**src/cache_cfg_pkg.sv**
```systemverilog
package cache_cfg_pkg;

    localparam int WORD_BYTES     = 4;
    localparam int WORDS_PER_LINE = 4;
    localparam int INDEX_W        = 4;
    localparam int LINE_ADDR_W    = 12;
    localparam int TAG_W          = LINE_ADDR_W - INDEX_W;
    localparam int REQ_TAG_W      = 8;
    localparam int NUM_LINES      = 1 << INDEX_W;

    typedef logic [8*WORD_BYTES-1:0]              word_t;
    typedef word_t [WORDS_PER_LINE-1:0]           line_t;
    typedef logic [LINE_ADDR_W-1:0]               line_addr_t;
    typedef logic [INDEX_W-1:0]                   index_t;
    typedef logic [TAG_W-1:0]                     tag_t;
    typedef logic [$clog2(WORDS_PER_LINE)-1:0]    word_sel_t;
    typedef logic [WORD_BYTES-1:0]                byteen_t;
    typedef logic [REQ_TAG_W-1:0]                 req_tag_t;

    // index sits in the low bits of the line address
    function automatic index_t line_index(line_addr_t addr);
        return addr[INDEX_W-1:0];
    endfunction

    function automatic tag_t line_tag(line_addr_t addr);
        return addr[LINE_ADDR_W-1:INDEX_W];
    endfunction

endpackage

```
**src/cache_bus_pkg.sv**
```systemverilog
package cache_bus_pkg;

    import cache_cfg_pkg::*;

    typedef struct packed {
        line_addr_t addr;
        logic       rw;
        word_sel_t  wsel;
        byteen_t    byteen;
        word_t      data;
        req_tag_t   tag;
    } core_req_t;

    typedef struct packed {
        word_t    data;
        req_tag_t tag;
    } core_rsp_t;

    typedef struct packed {
        logic       rw;
        line_addr_t addr;
        word_sel_t  wsel;
        byteen_t    byteen;
        word_t      data;
    } mem_req_t;

    // source of the operation held in a pipeline stage
    typedef enum logic [2:0] {
        op_none,
        op_init,
        op_replay,
        op_fill,
        op_creq
    } op_t;

    typedef struct packed {
        op_t       op;
        core_req_t req;
        line_t     fill;
        // only meaningful once the record reaches stage 1
        logic      hit;
    } stage_t;

endpackage

```
**src/bank_arbiter.sv**
```systemverilog
module bank_arbiter
    import cache_cfg_pkg::*;
    import cache_bus_pkg::*;
(
    input  logic       clk,
    input  logic       rst,
    input  logic       init_enable,
    input  index_t     init_line_sel,
    input  core_req_t  replay,
    input  logic       replay_valid,
    input  line_addr_t fill_addr,
    input  line_t      mem_rsp_data,
    input  logic       mem_rsp_valid,
    output logic       mem_rsp_ready,
    input  core_req_t  core_req,
    input  logic       core_req_valid,
    output logic       core_req_ready,
    input  logic       busy,
    input  logic       stall,
    input  stage_t     st1,
    output stage_t     st0
);

    logic   replay_sel;
    logic   creq_grant;
    logic   creq_ok;
    stage_t sel;

    // a replay already in flight must not be issued twice
    assign replay_sel = !init_enable && replay_valid
                     && (st0.op != op_replay) && (st1.op != op_replay);

    assign creq_grant = !init_enable && !replay_sel && !mem_rsp_valid;

    // writes wait as well, so a pending fill never misses a later write
    assign creq_ok = !busy
                  && !(st0.op == op_creq && !st0.req.rw)
                  && !(st1.op == op_creq && !st1.req.rw);

    assign mem_rsp_ready  = !init_enable && !replay_sel && !stall;
    assign core_req_ready = creq_grant && creq_ok && !stall;

    always_comb begin
        sel = '0;
        sel.op = op_none;
        if (init_enable) begin
            sel.op = op_init;
            sel.req.addr = line_addr_t'(init_line_sel);
        end else if (replay_sel) begin
            sel.op = op_replay;
            sel.req = replay;
        end else if (mem_rsp_valid) begin
            sel.op = op_fill;
            sel.req.addr = fill_addr;
            sel.fill = mem_rsp_data;
        end else if (core_req_valid && creq_ok) begin
            sel.op = op_creq;
            sel.req = core_req;
        end
    end

    always_ff @(posedge clk) begin
        if (rst) begin
            st0.op <= op_none;
        end else if (!stall) begin
            st0 <= sel;
        end
    end

endmodule

```
**src/bank_fifo.sv**
```systemverilog
module bank_fifo #(
    parameter int WIDTH = 8,
    parameter int DEPTH = 2
) (
    input  logic             clk,
    input  logic             rst,
    input  logic             push,
    input  logic [WIDTH-1:0] data_in,
    input  logic             pop,
    output logic [WIDTH-1:0] data_out,
    output logic             full,
    output logic             empty
);

    localparam int PTR_W = (DEPTH > 1) ? $clog2(DEPTH) : 1;

    logic [WIDTH-1:0] mem [DEPTH];
    logic [PTR_W-1:0] rd_ptr;
    logic [PTR_W-1:0] wr_ptr;
    logic [PTR_W:0]   count;
    logic             do_push;
    logic             do_pop;

    assign full     = (count == (PTR_W+1)'(DEPTH));
    assign empty    = (count == '0);
    assign data_out = mem[rd_ptr];
    assign do_push  = push && !full;
    assign do_pop   = pop && !empty;

    always_ff @(posedge clk) begin
        if (rst) begin
            rd_ptr <= '0;
            wr_ptr <= '0;
            count  <= '0;
        end else begin
            if (do_push) begin
                wr_ptr <= (wr_ptr == PTR_W'(DEPTH-1)) ? '0 : wr_ptr + 1'b1;
            end
            if (do_pop) begin
                rd_ptr <= (rd_ptr == PTR_W'(DEPTH-1)) ? '0 : rd_ptr + 1'b1;
            end
            // simultaneous push and pop leave the count unchanged
            if (do_push && !do_pop) begin
                count <= count + 1'b1;
            end else if (do_pop && !do_push) begin
                count <= count - 1'b1;
            end
        end
    end

    always_ff @(posedge clk) begin
        if (do_push) begin
            mem[wr_ptr] <= data_in;
        end
    end

endmodule

```
**src/cache_bank.sv**
```systemverilog
module cache_bank
    import cache_cfg_pkg::*;
    import cache_bus_pkg::*;
#(
    parameter int CRSQ_DEPTH = 2,
    parameter int MREQ_DEPTH = 4
) (
    input  logic      clk,
    input  logic      rst,
    input  core_req_t core_req,
    input  logic      core_req_valid,
    output logic      core_req_ready,
    output core_rsp_t core_rsp,
    output logic      core_rsp_valid,
    input  logic      core_rsp_ready,
    output mem_req_t  mem_req,
    output logic      mem_req_valid,
    input  logic      mem_req_ready,
    input  line_t     mem_rsp_data,
    input  logic      mem_rsp_valid,
    output logic      mem_rsp_ready,
    input  logic      init_enable,
    input  index_t    init_line_sel
);

    stage_t     st0;
    stage_t     st1;
    word_t      read_word;
    core_req_t  replay;
    logic       replay_valid;
    line_addr_t fill_addr;
    logic       busy;
    logic       stall;
    logic       rsp_push;
    core_rsp_t  rsp_data;
    logic       rsp_full;
    logic       rsp_empty;
    logic       mreq_push;
    mem_req_t   mreq_data;
    logic       mreq_full;
    logic       mreq_empty;

    assign core_rsp_valid = !rsp_empty;
    assign mem_req_valid  = !mreq_empty;

    bank_arbiter arbiter (
        .clk            (clk),
        .rst            (rst),
        .init_enable    (init_enable),
        .init_line_sel  (init_line_sel),
        .replay         (replay),
        .replay_valid   (replay_valid),
        .fill_addr      (fill_addr),
        .mem_rsp_data   (mem_rsp_data),
        .mem_rsp_valid  (mem_rsp_valid),
        .mem_rsp_ready  (mem_rsp_ready),
        .core_req       (core_req),
        .core_req_valid (core_req_valid),
        .core_req_ready (core_req_ready),
        .busy           (busy),
        .stall          (stall),
        .st1            (st1),
        .st0            (st0)
    );

    tag_store tags (
        .clk   (clk),
        .rst   (rst),
        .st0   (st0),
        .stall (stall),
        .st1   (st1)
    );

    data_store data (
        .clk       (clk),
        .st1       (st1),
        .stall     (stall),
        .read_word (read_word)
    );

    miss_unit miss (
        .clk          (clk),
        .rst          (rst),
        .st1          (st1),
        .read_word    (read_word),
        .rsp_full     (rsp_full),
        .mreq_full    (mreq_full),
        .rsp_push     (rsp_push),
        .rsp_data     (rsp_data),
        .mreq_push    (mreq_push),
        .mreq_data    (mreq_data),
        .replay       (replay),
        .replay_valid (replay_valid),
        .fill_addr    (fill_addr),
        .busy         (busy),
        .stall        (stall)
    );

    bank_fifo #(
        .WIDTH ($bits(core_rsp_t)),
        .DEPTH (CRSQ_DEPTH)
    ) rsp_queue (
        .clk      (clk),
        .rst      (rst),
        .push     (rsp_push),
        .data_in  (rsp_data),
        .pop      (core_rsp_valid && core_rsp_ready),
        .data_out (core_rsp),
        .full     (rsp_full),
        .empty    (rsp_empty)
    );

    bank_fifo #(
        .WIDTH ($bits(mem_req_t)),
        .DEPTH (MREQ_DEPTH)
    ) mreq_queue (
        .clk      (clk),
        .rst      (rst),
        .push     (mreq_push),
        .data_in  (mreq_data),
        .pop      (mem_req_valid && mem_req_ready),
        .data_out (mem_req),
        .full     (mreq_full),
        .empty    (mreq_empty)
    );

endmodule

```
**src/data_store.sv**
```systemverilog
module data_store
    import cache_cfg_pkg::*;
    import cache_bus_pkg::*;
(
    input  logic   clk,
    input  stage_t st1,
    input  logic   stall,
    output word_t  read_word
);

    line_t  lines [NUM_LINES];
    index_t idx;
    line_t  cur;
    word_t  merged;
    logic   write_hit;
    logic   do_fill;

    assign idx       = line_index(st1.req.addr);
    assign cur       = lines[idx];
    assign read_word = cur[st1.req.wsel];

    assign do_fill   = (st1.op == op_fill);
    assign write_hit = (st1.op == op_creq) && st1.req.rw && st1.hit;

    // byte merge into the selected word
    always_comb begin
        merged = cur[st1.req.wsel];
        for (int b = 0; b < WORD_BYTES; b++) begin
            if (st1.req.byteen[b]) begin
                merged[8*b +: 8] = st1.req.data[8*b +: 8];
            end
        end
    end

    always_ff @(posedge clk) begin
        if (!stall) begin
            if (do_fill) begin
                lines[idx] <= st1.fill;
            end else if (write_hit) begin
                lines[idx][st1.req.wsel] <= merged;
            end
        end
    end

endmodule

```
**src/miss_unit.sv**
```systemverilog
module miss_unit
    import cache_cfg_pkg::*;
    import cache_bus_pkg::*;
(
    input  logic       clk,
    input  logic       rst,
    input  stage_t     st1,
    input  word_t      read_word,
    input  logic       rsp_full,
    input  logic       mreq_full,
    output logic       rsp_push,
    output core_rsp_t  rsp_data,
    output logic       mreq_push,
    output mem_req_t   mreq_data,
    output core_req_t  replay,
    output logic       replay_valid,
    output line_addr_t fill_addr,
    output logic       busy,
    output logic       stall
);

    typedef enum logic [1:0] {
        hold_idle,
        hold_wait,
        hold_ready
    } hold_t;

    hold_t     state;
    core_req_t held;
    logic      creq_rd;
    logic      creq_wr;
    logic      rd_miss;
    logic      need_rsp;
    logic      need_mreq;

    assign creq_rd = (st1.op == op_creq) && !st1.req.rw;
    assign creq_wr = (st1.op == op_creq) && st1.req.rw;
    assign rd_miss = creq_rd && !st1.hit;

    assign need_rsp  = (creq_rd && st1.hit) || (st1.op == op_replay);
    assign need_mreq = rd_miss || creq_wr;

    assign stall     = (need_rsp && rsp_full) || (need_mreq && mreq_full);
    assign rsp_push  = need_rsp && !stall;
    assign mreq_push = need_mreq && !stall;

    assign rsp_data  = '{data: read_word, tag: st1.req.tag};
    // fill requests carry the read's fields, memory ignores them
    assign mreq_data = '{rw: st1.req.rw, addr: st1.req.addr, wsel: st1.req.wsel,
                         byteen: st1.req.byteen, data: st1.req.data};

    assign replay       = held;
    assign replay_valid = (state == hold_ready);
    assign fill_addr    = held.addr;
    assign busy         = (state != hold_idle);

    always_ff @(posedge clk) begin
        if (rst) begin
            state <= hold_idle;
        end else if (!stall) begin
            case (state)
                hold_idle:  if (rd_miss) state <= hold_wait;
                hold_wait:  if (st1.op == op_fill) state <= hold_ready;
                hold_ready: if (st1.op == op_replay) state <= hold_idle;
                default:    state <= hold_idle;
            endcase
        end
    end

    always_ff @(posedge clk) begin
        if (!stall && state == hold_idle && rd_miss) begin
            held <= st1.req;
        end
    end

endmodule

```
**src/tag_store.sv**
```systemverilog
module tag_store
    import cache_cfg_pkg::*;
    import cache_bus_pkg::*;
(
    input  logic   clk,
    input  logic   rst,
    input  stage_t st0,
    input  logic   stall,
    output stage_t st1
);

    tag_t                 tags [NUM_LINES];
    logic [NUM_LINES-1:0] valid;
    index_t               idx;
    tag_t                 tag;
    logic                 lookup;
    stage_t               nxt;

    assign idx    = line_index(st0.req.addr);
    assign tag    = line_tag(st0.req.addr);
    assign lookup = (st0.op == op_creq) || (st0.op == op_replay);

    always_comb begin
        nxt = st0;
        nxt.hit = lookup && valid[idx] && (tags[idx] == tag);
    end

    always_ff @(posedge clk) begin
        if (rst) begin
            valid <= '0;
        end else if (!stall) begin
            if (st0.op == op_fill) begin
                valid[idx] <= 1'b1;
            end else if (st0.op == op_init) begin
                valid[idx] <= 1'b0;
            end
        end
    end

    always_ff @(posedge clk) begin
        if (!stall && st0.op == op_fill) begin
            tags[idx] <= tag;
        end
    end

    always_ff @(posedge clk) begin
        if (rst) begin
            st1.op <= op_none;
        end else if (!stall) begin
            st1 <= nxt;
        end
    end

endmodule
```
**config.mk**
```make
export PLATFORM = sky130hd
export DESIGN_NAME = cache_bank
export DESIGN_NICKNAME = d
export VERILOG_FILES = /design/src/cache_cfg_pkg.sv /design/src/cache_bus_pkg.sv /design/src/bank_arbiter.sv /design/src/bank_fifo.sv /design/src/cache_bank.sv /design/src/data_store.sv /design/src/miss_unit.sv /design/src/tag_store.sv
export SDC_FILE = /design/constraint.sdc
export NUM_CORES = 2
export LEC_CHECK = 0
export ABC_AREA = 0
export BUFFER_PORTS_ARGS = -buffer_cell sky130_fd_sc_hd__buf_2
export CAP_MARGIN = 20
export CORE_MARGIN = 3
export CORE_UTILIZATION = 45
export DETAILED_ROUTE_END_ITERATION = 10
export GPL_ROUTABILITY_DRIVEN = 0
export SYNTH_ARGS = -nofsm -noshare
export SYNTH_HDL_FRONTEND = slang
export SYNTH_HIERARCHICAL = 1
export SYNTH_SLANG_ARGS = --single-unit
export TNS_END_PERCENT = 30
```
**constraint.sdc**
```tcl
create_clock -name clk -period 9.75 [get_ports clk]
set_input_delay 1.4625 -clock clk [delete_from_list [all_inputs] [get_ports clk]]
set_output_delay 1.4625 -clock clk [all_outputs]
set_load 0.005 [all_outputs]
```
Yosys cells after proc, flatten, opt, wreduce, memory -nomap -nowiden
Memories as Yosys holds them, arrays and structs flattened. A register that Yosys moved wholly into a read port is not among the register bits.
Cells that the tools add are included.
{"block": "totals", "mem_count": 4, "register_bits": 469, "output_inout_bits": 95, "mem_bits_rw": 2460}
{"memory": "data.lines", "words": 16, "word_bits": 128, "read_ports": 1, "rd_clocked_by_memory_dff": 1, "wr": 1, "line_no": "data_store.sv:11", "rtl": "line_t lines [NUM_LINES];"}
{"memory": "mreq_queue.mem", "words": 4, "word_bits": 51, "read_ports": 1, "rd_clocked_by_memory_dff": 1, "wr": 1, "line_no": "bank_fifo.sv:17", "rtl": "logic [WIDTH-1:0] mem [DEPTH];"}
{"memory": "tags.tags", "words": 16, "word_bits": 8, "read_ports": 1, "rd_clocked_by_memory_dff": 1, "wr": 1, "line_no": "tag_store.sv:12", "rtl": "tag_t tags [NUM_LINES];"}
{"memory": "rsp_queue.mem", "words": 2, "word_bits": 40, "read_ports": 1, "rd_clocked_by_memory_dff": 1, "wr": 1, "line_no": "bank_fifo.sv:17"}
{"block": "op_classes", "n_addsub": 8, "bitwise": 134, "eq_ne": 19, "reduce_logical": 71, "magnitude_cmp": 4, "n_mux": 178}
{"op": "2-to-1 mux 1 bit", "n": 146}
{"op": "2-to-1 mux 128 bit", "n": 1}
{"op": "bitwise OR 1 bit", "n": 128}
{"op": "2-to-1 mux 62 bit", "n": 2}
{"op": "binary-select mux 32 bit (select 2 bit)", "n": 1}
{"op": "demux 32 bit (select 2 bit)", "n": 1}
{"op": "2-to-1 mux 32 bit", "n": 2}
{"op": "2-to-1 mux 47 bit", "n": 1}
{"op": "logical AND 1 bit", "n": 38}
{"op": "2-to-1 mux 16 bit", "n": 2}
{"op": "2-to-1 mux 8 bit", "n": 4}
{"op": "2-to-1 mux 15 bit", "n": 2}
{"op": "zero test 1 bit", "n": 18}
{"op": "2-to-1 mux 2 bit", "n": 9}
{"op": "AND 16 bit", "n": 1}
{"op": "NOT 16 bit", "n": 1}
{"op": "bitwise OR 16 bit", "n": 1}
{"op": "== test 3 x 2 -> 1 bit (second input constant)", "n": 4}
{"op": "== test 3 bit (second input constant)", "n": 3}
{"op": "== test 2 bit (second input constant)", "n": 4}
{"op": "== test 8 bit", "n": 1}
{"op": "2-to-1 mux 4 bit", "n": 2}
{"op": "nonzero test 2 bit", "n": 4}
{"op": "adder 2 x 1 -> 2 bit (second input constant)", "n": 3}
{"op": "other kinds (24)", "n": 35}

Depth between registers and ports, before layout
{"block": "logic_depth", "word_depth": 13, "ltp_mapped": 13, "mapped_depth_nobuf": 11}

Modules after synthesis
The synthesis kept the hierarchy.
{"module": "data_store", "cells_each": 4311, "area_each_um2": 80533.5, "instances": 1}
{"module": "tag_store", "cells_each": 577, "area_each_um2": 11742.5, "instances": 1}
{"module": "bank_fifo (mreq_queue)", "cells_each": 317, "area_each_um2": 7838.8, "instances": 1}
{"module": "bank_arbiter", "cells_each": 584, "area_each_um2": 7815.0, "instances": 1}
{"module": "bank_fifo (rsp_queue)", "cells_each": 149, "area_each_um2": 3090.5, "instances": 1}
{"module": "miss_unit", "cells_each": 192, "area_each_um2": 2783.9, "instances": 1}
{"module": "cache_bank", "cells_each": 4, "area_each_um2": 20.0, "instances": 1}

Worst setup path before layout
No wires, ideal clock.
{"block": "synth_path", "path_type": "input port to flip-flop", "start": "input port rst", "end": "register tags/st1[0] (netlist name)", "arrival_time_ps": 9465, "required_ps": 9010, "path_slack_ps": -455, "stages": 2, "n_path_buf": 1, "setup_ps": 740, "cell_sequence": "clkbuf_1 nor2_1"}
{"block": "synth_via", "elab_chain_cells": 2}
{"element": "start, declared", "line_no": "cache_bank.sv:9", "rtl": "input logic rst,"}
{"element": "NOT 1 bit (no line)"}
{"element": "AND reduction 2 bit (no line)"}
No other way between the ends.
A chain may end at the register's enable or synchronous reset.

Worst setup path after layout
{"block": "layout_path", "start": "register mreq_queue.count[2]", "end": "memory data/lines[6][84] in the netlist's numbering, enable pin"}
{"block": "layout_via", "elab_chain_cells": 6, "word_cells_on_any_way": 8, "classes_between": "1 x eq/ne; 4 x mux; 1 x bitwise; 2 x reduce/logical"}
{"element": "start, declared", "line_no": "bank_fifo.sv:20", "rtl": "logic [PTR_W:0] count;"}
{"element": "start signal, assigned", "line_no": "bank_fifo.sv:44", "rtl": "count <= count + 1'b1;"}
{"element": "start signal, assigned", "line_no": "bank_fifo.sv:46", "rtl": "count <= count - 1'b1;"}
{"element": "== test 3 bit *", "line_no": "bank_fifo.sv:24", "rtl": "assign full = (count == (PTR_W+1)'(DEPTH));"}
{"element": "named net mreq_full", "line_no": "cache_bank.sv:40", "rtl": "logic mreq_full;"}
{"element": "logical AND 1 bit *", "line_no": "miss_unit.sv:43", "rtl": "assign stall = (need_rsp && rsp_full) || (need_mreq && mreq_full);"}
{"element": "logical OR 1 bit *", "line_no": "miss_unit.sv:43"}
{"element": "named net stall", "line_no": "cache_bank.sv:33", "rtl": "logic stall;"}
{"element": "2-to-1 mux 1 bit", "line_no": "data_store.sv:36", "rtl": "if (!stall) begin"}
{"element": "2-to-1 mux 1 bit (not written as such) or 2-to-1 mux 128 bit (tied branches)", "line_no": "data_store.sv:38, data_store.sv:40"}
{"element": "bitwise OR 1 bit (no line) *"}
{"element": "end, declared", "line_no": "data_store.sv:11"}
Mark *: on every way through the listed nets, which the timed path passes. The rest lies on a longest branch.

==> results.tsv <==
metric	value	unit
outcome	finished clean	
Syn. warnings	6	
HPWL Detailed	197000	microns
CTS tree	yes	
smallest hold slack	396	ps
mean number of vias per cell	6.02	
Leak	42.5	nW
Syn Nets	6338	
Max Slew Vio Count	0	
minimum clock period	5210	ps
largest net degree at the start of global routing	123	
Hold Crit Class	flip-flop to flip-flop	
Clock Skew	61.2	ps
Pwr Density	206	nW/um^2
Avg Inst Size Synth	18.6	sq um
Port-buffer cells	292	
global-route wire length before repair	447000	microns
Final setup violation count	0	
commonest non-fill, non-tap cells in the layout	edfxtp_1 (2,894), mux2i_1 (582), mux4_2 (324)	
max frequency	192	MHz
Setup crit start kind	flip-flop	
Gate Count Post-Synth	6132	
Area growth, synth to finish	13.2	%
drt first pass iters	8	
Max Cap Violations	0	
WL/cell	31.6	microns
Worst Path Max Fanout	69	
DR DRC count	0	
share of cells above drive strength 1	21.4	%
post-CTS setup buffers	0	
cts repair resizes	0	
kind of critical path	flip-flop to flip-flop	
period utilization	53.4	%
clk sinks	2932	
Crit path required time	10360	ps
die footprint	259000	sq um
die height	509	microns
worst slew pin tran	1170	ps
nets@finish	6736	
design area	129000	sq um
relative slew slack	21.1	%
die width	509	microns
clock-pin slew of the registers on the worst-case setup and hold paths	60	ps
crit end category	flip-flop	
Detailed Route WL	320000	microns
vias in the first global route	58500	
DP Area	119000	sq um
initial antenna violation count	45	
TritonCTS Buffers	315	
clk buf depth	4	
Antenna Nets Post-Route	0	
gr ovfl total	0	
Clock Latency Late Sink	940	ps
Root Buffer	clkbuf_16	
core area	250000	sq um
GRT Util Overall	24.4	%
IO Pins	293	
CP arrival	5820	ps
final-report hold violation count	0	
H-tree lvl count	5	
worst-case vdd ir drop	0.202	mV
starting density of the core	45.5	%
cts hold-fix bufs	0	
commonest non-fill, non-tap cell in the layout	edfxtp_1	
FP Rows	183	
routed vias	60700	
DRT iter0 DRCs	7476	
Mapped Area	114000	sq um
RSZ-0062 raised after global routing	false	
==> final timing paths <==
kind                       start                 to  slack (ps)  cells past startpoint
min              arbiter/st0[54]       tags/st1[54]         400                      0
min reg2reg      arbiter/st0[54]       tags/st1[54]         400                      0
max reg2reg  mreq_queue/count[2]  data/lines[6][84]        4540                     11
max          mreq_queue/count[2]  data/lines[6][84]        4540                     11
==> worst max-delay path, stage by stage (launching register included) <==
cell      delay (ps)
dfxtp_1          400
or3b_1           500
clkinv_4         100
mux2_4           190
a22oi_1           80
nor2_2           720
and4b_1          430
nand4b_1         160
buf_4            700
nor2b_4          980
nor2_4           150
buf_4            340
==> metal layers <==
| layer | track usage [%] | routed length (microns) | up-vias |
|---|---|---|---|
| met5 | 0 | 49 | - |
| met4 | 9.38 | 13100 | 6 |
| met3 | 4.54 | 27400 | 614 |
| met2 | 38.8 | 153000 | 3055 |
| met1 | 33.6 | 126000 | 31800 |
| li1 | - | - | 25300 |
==> sequential cells by signal, indices dropped and copies added (netlist names), 3 cells and up, named ones only <==
name,cells
mreq_queue/count,3
rsp_queue/mem,80
miss/replay,47
data/lines,2048
arbiter/st0,190
mreq_queue/mem,204
tags/st1,191
tags/tags,128
miss/fill_addr,12
==> area by class of cell <==
cell class / instances / area [sq um]
multi-input cells: 2716 / 24000
repair buffers: 541 / 3450
well taps: 3330 / 4170
clock buffers: 388 / 8260
inverters: 24 / 95.1
fillers: 20000 / 121000
flip-flops and latches: 2932 / 87700
clock inverters: 148 / 1160
diodes: 18 / 45.0
==> report_power, final <==
part	leakage (nW)	switching, W	internal (W)
sequential	26.8	0.000127	0.0140
clock	4.60	0.00467	0.00643
combinational	11.1	0.000905	0.000435
==> per-stage QoR <==
step                      util (%)  std cells  setup TNS (ps)  power [W]  setup WS [ps]
after floorplan                  -       6132          -40470     0.0152           -216
after global placement        47.6       9508               0     0.0157           4670
after detailed placement      47.7       9511               0     0.0157           4640
after CTS                     51.4      10000               0     0.0267           4590
after global routing          51.5      10100               0     0.0273           4330
final                         51.5      10100               0     0.0266           4540
No activity file was read; power rests on OpenSTA's default activity.
